==> config.mk <==
export PLATFORM = sky130hd
export DESIGN_NAME = xbar_top
export DESIGN_NICKNAME = d
export VERILOG_FILES = /design/src/hw/xbar_pkg.sv /design/src/hw/xbar_addr_decode.sv /design/src/hw/xbar_demux.sv /design/src/hw/xbar_mux.sv /design/src/hw/xbar_top.sv
export VERILOG_INCLUDE_DIRS = /design/src /design/src/hw
export SDC_FILE = /design/constraint.sdc
export NUM_CORES = 1
export LEC_CHECK = 0
export BUFFER_PORTS_ARGS = -buffer_cell sky130_fd_sc_hd__buf_4
export CAP_MARGIN = 20
export CORE_AREA = 10 10 234 236
export CTS_BUF_LIST = sky130_fd_sc_hd__clkbuf_4 sky130_fd_sc_hd__clkbuf_8
export DETAILED_ROUTE_END_ITERATION = 7
export DIE_AREA = 0 0 244 246
export SLEW_MARGIN = 20
export SYNTH_ARGS = -nofsm -noshare
export SYNTH_HDL_FRONTEND = slang
export SYNTH_SLANG_ARGS = --single-unit
export TNS_END_PERCENT = 20
==> constraint.sdc <==
create_clock -name clk_i -period 6.9 [get_ports clk_i]
set_clock_uncertainty 0.15 [all_clocks]
set_input_delay 1.38 -clock clk_i [delete_from_list [all_inputs] [get_ports clk_i]]
set_output_delay 1.38 -clock clk_i [all_outputs]
set_load 0.01 [all_outputs]
==> src/hw/xbar_cfg.svh <==
`ifndef XBAR_CFG_SVH
`define XBAR_CFG_SVH

// Number of requester-side ports
`define XBAR_NUM_SBR 2

// Number of target-side ports
`define XBAR_NUM_MGR 3

// Entries in the run-time address map
`define XBAR_NUM_RULES 4

// Bus widths
`define XBAR_ADDR_WIDTH 32
`define XBAR_DATA_WIDTH 32

`endif

==> src/hw/xbar_pkg.sv <==
`include "xbar_cfg.svh"

package xbar_pkg;

  typedef logic [`XBAR_ADDR_WIDTH-1:0] addr_t;
  typedef logic [`XBAR_DATA_WIDTH-1:0] data_t;

  // Target port number
  typedef logic [1:0] mgr_idx_t;

  // Routing choice, targets 0 to 2 plus the decode-error path
  typedef logic [1:0] sel_t;

  // Requester port number
  typedef logic sbr_idx_t;

  // Routing choice that selects the local error responder
  localparam sel_t SEL_DECERR = sel_t'(`XBAR_NUM_MGR);

  // One address rule, end address is exclusive
  typedef struct packed {
    mgr_idx_t idx;
    addr_t    start_addr;
    addr_t    end_addr;
  } rule_t;

  typedef enum logic [1:0] {
    RESP_OKAY   = 2'd0,
    RESP_DECERR = 2'd3
  } resp_e;

  typedef enum logic [1:0] {IDLE, ROUTE, WAIT_RESP, ERR_RESP} demux_state_e;

  typedef enum logic {ARB, BUSY} mux_state_e;

endpackage

==> src/hw/xbar_addr_decode.sv <==
`timescale 1ns/10ps

`include "xbar_cfg.svh"

module xbar_addr_decode import xbar_pkg::*; (
  input  addr_t                       addr_i,
  input  rule_t [`XBAR_NUM_RULES-1:0] addr_map_i,
  input  logic                        en_default_i,
  input  mgr_idx_t                    default_idx_i,
  output sel_t                        sel_o
);

  logic     match;
  mgr_idx_t match_idx;

  // Later rules override earlier ones, so the highest matching index wins
  always_comb begin
    match     = 1'b0;
    match_idx = '0;
    for (int i = 0; i < `XBAR_NUM_RULES; i++) begin
      if ((addr_i >= addr_map_i[i].start_addr) && (addr_i < addr_map_i[i].end_addr)) begin
        match     = 1'b1;
        match_idx = addr_map_i[i].idx;
      end
    end
  end

  // Miss falls back to the default target or to the error path
  always_comb begin
    if (match) begin
      sel_o = sel_t'(match_idx);
    end else if (en_default_i) begin
      sel_o = sel_t'(default_idx_i);
    end else begin
      sel_o = SEL_DECERR;
    end
  end

  // A non-empty rule must point at an existing target port
  always_comb begin
    for (int i = 0; i < `XBAR_NUM_RULES; i++) begin
      if (addr_map_i[i].start_addr < addr_map_i[i].end_addr) begin
        assert (addr_map_i[i].idx < `XBAR_NUM_MGR)
          else $error("Rule %0d targets port %0d, which does not exist",
                      i, addr_map_i[i].idx);
      end
    end
  end

endmodule

==> src/hw/xbar_demux.sv <==
`timescale 1ns/10ps

`include "xbar_cfg.svh"

module xbar_demux import xbar_pkg::*; (
  input  logic                                clk_i,
  input  logic                                rst_i,
  // Requester ar channel
  input  logic                                ar_valid_i,
  output logic                                ar_ready_o,
  input  addr_t                               ar_addr_i,
  // Requester r channel
  output logic                                r_valid_o,
  input  logic                                r_ready_i,
  output data_t                               r_data_o,
  output resp_e                               r_resp_o,
  // Address map and default target
  input  rule_t    [`XBAR_NUM_RULES-1:0]      addr_map_i,
  input  logic                                en_default_i,
  input  mgr_idx_t                            default_idx_i,
  // Requests toward the target-side muxes
  output logic     [`XBAR_NUM_MGR-1:0]        req_valid_o,
  input  logic     [`XBAR_NUM_MGR-1:0]        req_ready_i,
  output addr_t                               req_addr_o,
  // Responses from the target-side muxes
  input  logic     [`XBAR_NUM_MGR-1:0]        rsp_valid_i,
  output logic     [`XBAR_NUM_MGR-1:0]        rsp_ready_o,
  input  data_t    [`XBAR_NUM_MGR-1:0]        rsp_data_i
);

  demux_state_e state_q, state_d;
  sel_t         sel_q;
  sel_t         dec_sel;
  addr_t        addr_q;
  mgr_idx_t     tgt;

  xbar_addr_decode u_addr_decode (
    .addr_i        (ar_addr_i),
    .addr_map_i    (addr_map_i),
    .en_default_i  (en_default_i),
    .default_idx_i (default_idx_i),
    .sel_o         (dec_sel)
  );

  assign tgt        = mgr_idx_t'(sel_q);
  assign ar_ready_o = (state_q == IDLE);
  assign req_addr_o = addr_q;

  always_comb begin
    state_d     = state_q;
    req_valid_o = '0;
    rsp_ready_o = '0;
    r_valid_o   = 1'b0;
    r_data_o    = '0;
    r_resp_o    = RESP_OKAY;
    case (state_q)
      IDLE: begin
        if (ar_valid_i) begin
          state_d = (dec_sel == SEL_DECERR) ? ERR_RESP : ROUTE;
        end
      end
      ROUTE: begin
        req_valid_o[tgt] = 1'b1;
        if (req_ready_i[tgt]) begin
          state_d = WAIT_RESP;
        end
      end
      WAIT_RESP: begin
        // Response of the selected target goes straight through
        r_valid_o        = rsp_valid_i[tgt];
        r_data_o         = rsp_data_i[tgt];
        rsp_ready_o[tgt] = r_ready_i;
        if (rsp_valid_i[tgt] && r_ready_i) begin
          state_d = IDLE;
        end
      end
      ERR_RESP: begin
        // Local error responder
        r_valid_o = 1'b1;
        r_resp_o  = RESP_DECERR;
        if (r_ready_i) begin
          state_d = IDLE;
        end
      end
      default: state_d = IDLE;
    endcase
  end

  always_ff @(posedge clk_i) begin
    if (rst_i) begin
      state_q <= IDLE;
      sel_q   <= '0;
    end else begin
      state_q <= state_d;
      if (ar_valid_i && ar_ready_o) begin
        sel_q <= dec_sel;
      end
    end
  end

  // Address payload, captured on accept
  always_ff @(posedge clk_i) begin
    if (ar_valid_i && ar_ready_o) begin
      addr_q <= ar_addr_i;
    end
  end

  // The default target must not move under a pending request
  default_port_stable: assert property (
    @(posedge clk_i) disable iff (rst_i)
    (ar_valid_i && !ar_ready_o) |=> ($stable(en_default_i) && $stable(default_idx_i))
  ) else $error("Default target changed while an ar request was pending");

  req_onehot: assert property (
    @(posedge clk_i) disable iff (rst_i)
    $onehot0(req_valid_o)
  ) else $error("Request raised toward more than one target");

endmodule

==> src/hw/xbar_mux.sv <==
`timescale 1ns/10ps

`include "xbar_cfg.svh"

module xbar_mux import xbar_pkg::*; (
  input  logic                             clk_i,
  input  logic                             rst_i,
  // Requests from the requester-side demuxes
  input  logic  [`XBAR_NUM_SBR-1:0]        req_valid_i,
  output logic  [`XBAR_NUM_SBR-1:0]        req_ready_o,
  input  addr_t [`XBAR_NUM_SBR-1:0]        req_addr_i,
  // Responses back to the demuxes
  output logic  [`XBAR_NUM_SBR-1:0]        rsp_valid_o,
  input  logic  [`XBAR_NUM_SBR-1:0]        rsp_ready_i,
  output data_t                            rsp_data_o,
  // Target ar channel
  output logic                             mgr_ar_valid_o,
  input  logic                             mgr_ar_ready_i,
  output addr_t                            mgr_ar_addr_o,
  // Target r channel
  input  logic                             mgr_r_valid_i,
  output logic                             mgr_r_ready_o,
  input  data_t                            mgr_r_data_i
);

  mux_state_e state_q, state_d;
  sbr_idx_t   rr_q, rr_d;
  sbr_idx_t   grant_q, grant_d;
  logic       lock_q, lock_d;
  sbr_idx_t   arb_idx;
  sbr_idx_t   sel_idx;

  // Round-robin search starting at the requester after the last grant
  always_comb begin
    logic     found;
    sbr_idx_t cand;
    found   = 1'b0;
    arb_idx = rr_q;
    for (int i = 0; i < `XBAR_NUM_SBR; i++) begin
      cand = sbr_idx_t'(rr_q + i);
      if (!found && req_valid_i[cand]) begin
        found   = 1'b1;
        arb_idx = cand;
      end
    end
  end

  // Once offered to the target, the choice is held until accepted
  assign sel_idx       = lock_q ? grant_q : arb_idx;
  assign mgr_ar_addr_o = req_addr_i[sel_idx];
  assign rsp_data_o    = mgr_r_data_i;

  always_comb begin
    state_d        = state_q;
    rr_d           = rr_q;
    grant_d        = grant_q;
    lock_d         = lock_q;
    req_ready_o    = '0;
    rsp_valid_o    = '0;
    mgr_ar_valid_o = 1'b0;
    mgr_r_ready_o  = 1'b0;
    case (state_q)
      ARB: begin
        mgr_ar_valid_o       = req_valid_i[sel_idx];
        req_ready_o[sel_idx] = mgr_ar_ready_i;
        if (req_valid_i[sel_idx]) begin
          grant_d = sel_idx;
          if (mgr_ar_ready_i) begin
            state_d = BUSY;
            lock_d  = 1'b0;
            rr_d    = sbr_idx_t'(sel_idx + 1'b1);
          end else begin
            lock_d = 1'b1;
          end
        end
      end
      BUSY: begin
        // Only the granted demux sees the target response
        rsp_valid_o[grant_q] = mgr_r_valid_i;
        mgr_r_ready_o        = rsp_ready_i[grant_q];
        if (mgr_r_valid_i && rsp_ready_i[grant_q]) begin
          state_d = ARB;
        end
      end
      default: state_d = ARB;
    endcase
  end

  always_ff @(posedge clk_i) begin
    if (rst_i) begin
      state_q <= ARB;
      rr_q    <= '0;
      grant_q <= '0;
      lock_q  <= 1'b0;
    end else begin
      state_q <= state_d;
      rr_q    <= rr_d;
      grant_q <= grant_d;
      lock_q  <= lock_d;
    end
  end

  rsp_to_grant_only: assert property (
    @(posedge clk_i) disable iff (rst_i)
    (|rsp_valid_o) |-> (state_q == BUSY) && (rsp_valid_o == (`XBAR_NUM_SBR'(1) << grant_q))
  ) else $error("Response steered to a requester that does not hold the grant");

  // Target sees a stable address while its ar is stalled
  ar_addr_stable: assert property (
    @(posedge clk_i) disable iff (rst_i)
    (mgr_ar_valid_o && !mgr_ar_ready_i) |=> (mgr_ar_valid_o && $stable(mgr_ar_addr_o))
  ) else $error("Target ar request dropped or changed before acceptance");

endmodule

==> src/hw/xbar_top.sv <==
`timescale 1ns/10ps

`include "xbar_cfg.svh"

module xbar_top import xbar_pkg::*; (
  input  logic                                clk_i,
  input  logic                                rst_i,
  // Requester ports
  input  logic     [`XBAR_NUM_SBR-1:0]        sbr_ar_valid_i,
  output logic     [`XBAR_NUM_SBR-1:0]        sbr_ar_ready_o,
  input  addr_t    [`XBAR_NUM_SBR-1:0]        sbr_ar_addr_i,
  output logic     [`XBAR_NUM_SBR-1:0]        sbr_r_valid_o,
  input  logic     [`XBAR_NUM_SBR-1:0]        sbr_r_ready_i,
  output data_t    [`XBAR_NUM_SBR-1:0]        sbr_r_data_o,
  output resp_e    [`XBAR_NUM_SBR-1:0]        sbr_r_resp_o,
  // Target ports
  output logic     [`XBAR_NUM_MGR-1:0]        mgr_ar_valid_o,
  input  logic     [`XBAR_NUM_MGR-1:0]        mgr_ar_ready_i,
  output addr_t    [`XBAR_NUM_MGR-1:0]        mgr_ar_addr_o,
  input  logic     [`XBAR_NUM_MGR-1:0]        mgr_r_valid_i,
  output logic     [`XBAR_NUM_MGR-1:0]        mgr_r_ready_o,
  input  data_t    [`XBAR_NUM_MGR-1:0]        mgr_r_data_i,
  // Configuration
  input  rule_t    [`XBAR_NUM_RULES-1:0]      addr_map_i,
  input  logic     [`XBAR_NUM_SBR-1:0]        en_default_mgr_port_i,
  input  mgr_idx_t [`XBAR_NUM_SBR-1:0]        default_mgr_port_i
);

  // Demux view is [s][m], mux view is [m][s]
  logic  [`XBAR_NUM_SBR-1:0][`XBAR_NUM_MGR-1:0] req_valid;
  logic  [`XBAR_NUM_MGR-1:0][`XBAR_NUM_SBR-1:0] req_valid_t;
  logic  [`XBAR_NUM_MGR-1:0][`XBAR_NUM_SBR-1:0] req_ready;
  logic  [`XBAR_NUM_SBR-1:0][`XBAR_NUM_MGR-1:0] req_ready_t;
  addr_t [`XBAR_NUM_SBR-1:0]                    req_addr;
  logic  [`XBAR_NUM_MGR-1:0][`XBAR_NUM_SBR-1:0] rsp_valid;
  logic  [`XBAR_NUM_SBR-1:0][`XBAR_NUM_MGR-1:0] rsp_valid_t;
  logic  [`XBAR_NUM_SBR-1:0][`XBAR_NUM_MGR-1:0] rsp_ready;
  logic  [`XBAR_NUM_MGR-1:0][`XBAR_NUM_SBR-1:0] rsp_ready_t;
  data_t [`XBAR_NUM_MGR-1:0]                    rsp_data;

  for (genvar s = 0; s < `XBAR_NUM_SBR; s++) begin : gen_cross_sbr
    for (genvar m = 0; m < `XBAR_NUM_MGR; m++) begin : gen_cross_mgr
      assign req_valid_t[m][s] = req_valid[s][m];
      assign req_ready_t[s][m] = req_ready[m][s];
      assign rsp_valid_t[s][m] = rsp_valid[m][s];
      assign rsp_ready_t[m][s] = rsp_ready[s][m];
    end
  end

  for (genvar s = 0; s < `XBAR_NUM_SBR; s++) begin : gen_demux
    xbar_demux u_demux (
      .clk_i         (clk_i),
      .rst_i         (rst_i),
      .ar_valid_i    (sbr_ar_valid_i[s]),
      .ar_ready_o    (sbr_ar_ready_o[s]),
      .ar_addr_i     (sbr_ar_addr_i[s]),
      .r_valid_o     (sbr_r_valid_o[s]),
      .r_ready_i     (sbr_r_ready_i[s]),
      .r_data_o      (sbr_r_data_o[s]),
      .r_resp_o      (sbr_r_resp_o[s]),
      .addr_map_i    (addr_map_i),
      .en_default_i  (en_default_mgr_port_i[s]),
      .default_idx_i (default_mgr_port_i[s]),
      .req_valid_o   (req_valid[s]),
      .req_ready_i   (req_ready_t[s]),
      .req_addr_o    (req_addr[s]),
      .rsp_valid_i   (rsp_valid_t[s]),
      .rsp_ready_o   (rsp_ready[s]),
      .rsp_data_i    (rsp_data)
    );
  end

  for (genvar m = 0; m < `XBAR_NUM_MGR; m++) begin : gen_mux
    xbar_mux u_mux (
      .clk_i          (clk_i),
      .rst_i          (rst_i),
      .req_valid_i    (req_valid_t[m]),
      .req_ready_o    (req_ready[m]),
      .req_addr_i     (req_addr),
      .rsp_valid_o    (rsp_valid[m]),
      .rsp_ready_i    (rsp_ready_t[m]),
      .rsp_data_o     (rsp_data[m]),
      .mgr_ar_valid_o (mgr_ar_valid_o[m]),
      .mgr_ar_ready_i (mgr_ar_ready_i[m]),
      .mgr_ar_addr_o  (mgr_ar_addr_o[m]),
      .mgr_r_valid_i  (mgr_r_valid_i[m]),
      .mgr_r_ready_o  (mgr_r_ready_o[m]),
      .mgr_r_data_i   (mgr_r_data_i[m])
    );
  end

endmodule

==> impl_metrics.toml <==
[cts]
clk_pin_slew_ps = 90
htreeDepth = 3
cts_tree = "yes"
cts_buffers = 9
cts_resized = 0
root_buffer = "clkbuf_8"
cts_hold_buf = 0
clk_latency_ps = 390
post_cts.repair.setup_buffers = 0
cts_max_path_buffers = 2
cts_sinks = 84

[power]
seqPwrFrac_pct = 21.4
ir_worst_vdd_v = 0.00008800
clkPwrFrac_pct = 10.8
powerDensity_nw_per_um2 = 144.2
p_switching_w = 0.001523
intPower_w = 0.001843
combPwrFrac_pct = 67.9
p_leak_nw = 12.10
swShare_pct = 45.25

[synthesis]
syn_nets = 3115
synthDistinctLibCells = 74
async_reset_ff_share_pct = 0
synthesis.area_um2 = 17850
synth_top_area_share_pct = 35.33
synth_edf_count = 64
syn_inst = 2169
yosys_most_used_dff = "edfxtp_1"
synth_area_leader_cell = "ha_1"
synth_area_leaders = "ha_1 (35%), edfxtp_1 (11%), mux2_2 (6.2%)"
seq_area_frac_synth_pct = 13.01
yosysWarnings = 0
syn_avg_cell_area_um2 = 8.229
ys_seq_elements = 84

[worst_setup_path]
end_kind = "primary output"
criticalPathCategory = "reg2out"
worst-path-max-fanout = 34
critPathMostFrequentCell = "buf_4"
crit_required_ps = 5370
cp_data_arrival_time_ps = 3430
cpMaxStageDelayCell = "mux2i_4"
cp-start-kind = "register"
path_cells = "buf_4 -> or3_1 -> maj3_2 -> mux2i_4 -> buf_4 -> mux2_2 -> buf_4"
worst_path_largest_cell_delay_ps = 520

[floorplanning]
core_area_um2 = 49860
row_count = 82
die_x_um = 244
die_area_um2 = 60020
die_h_um = 246
ios = 616
start_util_pct = 35.79

[global_routing]
track_usage_pct = 27.35
grt_pass1_vias = 20429
antenna_found_initial = 10
grt_pass1_wl_um = 125700
gr-total-overflow = 0
grt_start_max_net_pins = 42

[sta]
finalHoldViolations = 0
max-slew-margin-rel_pct = 29.73
worst_slew_pin_slew_ps = 1054
grt_setup_unrepaired = "no"
setup_slack_ps = 1937
finalCriticalPeriod_ps = 4963
setup-violations-final = 0
holdWs_ps = 351.1
fin_crit_sh_pct = 71.93
slew_viol_final = 0
final.setup.tns_ps = 0
max_freq_ghz = 0.2015

[final_layout]
fillers = 5004
layout_commonest_cell = "buf_4"
num-nets-final = 3698
drive_above_1_share_pct = 27.38
multiInputGateArea_um2 = 14260
area_delta_synth_final_pct = 30.84
final_cell_mix = "buf_4 (628), ha_1 (504), inv_1 (269)"
regArea_um2 = 2325

[flow_run]
drv_cap = 0

[drt]
initialDrtViolationCount = 1095
avgRoutedWirePerCell_um = 25.34
dr.pass1.iters = 5
wl_um = 87080
ant_nets = 0
vias = 19284
viasPerCell = 5.612
drc = 0

[place]
finalWeightedCongestion = 0.9872
pre_cts_ws_ps = 1961
io_buffers = 615
dp_hpwl_um = 75260

[hold_path]
hold_path.class = "reg2reg"

[run_status]
status = "complete, no violations"
==> final timing paths <==
check,from,to,slack [ps],cells after the start
setup / recovery,gen_demux[0].u_demux.sel_q[1],mgr_ar_addr_o[0],1940,7
hold / removal,gen_mux[2].u_mux.rr_q,gen_mux[2].u_mux.rr_q,350,2
setup reg to reg,gen_demux[0].u_demux.sel_q[0],gen_demux[1].u_demux.state_q[1],3520,10
hold reg to reg,gen_mux[2].u_mux.rr_q,gen_mux[2].u_mux.rr_q,350,2
==> flip-flops by register name, summed over array words and instances, names as in the netlist <==
signal,flops
gen_mux.u_mux.state_q,3
gen_mux.u_mux.rr_q,3
gen_mux.u_mux.lock_q,3
gen_demux.u_demux.state_q,4
gen_demux.u_demux.sel_q,4
gen_demux.u_demux.req_addr_o,64
gen_mux.u_mux.grant_q,3
==> per-stage QoR <==
step                      area, um^2  util [%]  total power (W)  cells
after floorplan                17850         -         0.001927   2169
after global placement         23150     46.42         0.002957   3413
after detailed placement       23150     46.42         0.003005   3413
after CTS                      23340     46.80         0.003375   3429
after global routing           23350     46.84         0.003596   3436
final                          23350     46.84         0.003367   3436
==> cell families (layout without fill, tap and decap cells) <==
group	count (synthesis)	after routing	share of synthesized area, %
adder cells (fa/ha/maj)	506	506	35.45
flip-flops	84	84	13.01
AO/OA/AOI/OAI	543	543	19.13
other	0	7	0
AND/OR/NAND/NOR	540	540	14.83
multiplexers	171	171	10.44
buffers and inverters	325	913	7.143
==> area by class of cell <==
type,instances,area share (%)
sequential,84,9.954
antenna,7,0.07501
inverter,269,4.324
tap,672,3.600
timing repair buffer,628,20.19
clock buffer,9,0.5304
multi-input combinational,1760,61.05
clock inverter,7,0.2786
==> worst max-delay path: cells and delay by family (launching register included) <==
kind | cells | cell delay (ps)
fa+ha+maj | 1 | 340
buf+inv | 3 | 910
simple gates | 1 | 480
flops | 1 | 390
mux | 2 | 900
==> synthesized netlist by cell type, types with 4 or more instances <==
| library cell | number |
|---|---|
| nand3_1 | 42 |
| o31ai_1 | 9 |
| edfxtp_1 | 64 |
| o221ai_1 | 5 |
| nand2_1 | 102 |
| a221o_1 | 4 |
| o21bai_1 | 8 |
| and3_1 | 5 |
| a41oi_1 | 4 |
| a2111oi_0 | 15 |
| nor3b_1 | 4 |
| o21a_1 | 19 |
| buf_2 | 8 |
| o21ai_1 | 4 |
| inv_1 | 269 |
| mux2i_1 | 68 |
| and4_1 | 21 |
| a211oi_1 | 23 |
| a21o_1 | 54 |
| and2_1 | 12 |
| nand2b_1 | 26 |
| nor4_1 | 9 |
| o2111ai_1 | 7 |
| a21oi_1 | 222 |
| or4_1 | 6 |
| nand4_1 | 53 |
| o211a_1 | 5 |
| a31oi_1 | 14 |
| o41ai_1 | 4 |
| o21ai_0 | 89 |
| clkbuf_1 | 22 |
| or3_1 | 4 |
| buf_4 | 12 |
| o211ai_1 | 12 |
| mux2_2 | 99 |
| nor2_1 | 195 |
| buf_1 | 14 |
| nor2b_1 | 20 |
| a211o_1 | 5 |
| dfxtp_1 | 20 |
| ha_1 | 504 |
| a221oi_1 | 10 |
| nor3_1 | 28 |
==> power by group through the flow <==
stage	registers, W	logic (W)	clock network (W)
final	0.000719	0.00229	0.000362
after global routing	0.000726	0.00248	0.000391
after CTS	0.000717	0.00229	0.000370
after detailed placement	0.000728	0.00228	0
after global placement	0.000727	0.00223	0
after floorplan	0.000677	0.00125	0
==> per-layer routing <==
| metal | vias up | routed length [um] | GRT usage, % |
|---|---|---|---|
| met5 | - | 42 | 0 |
| li1 | 9184 | - | - |
| met3 | 134 | 5064 | 4.177 |
| met1 | 9238 | 35080 | 31.68 |
| met2 | 722 | 43390 | 49.19 |
| met4 | 6 | 3507 | 11.65 |
No activity file was read; power rests on OpenSTA's default activity.
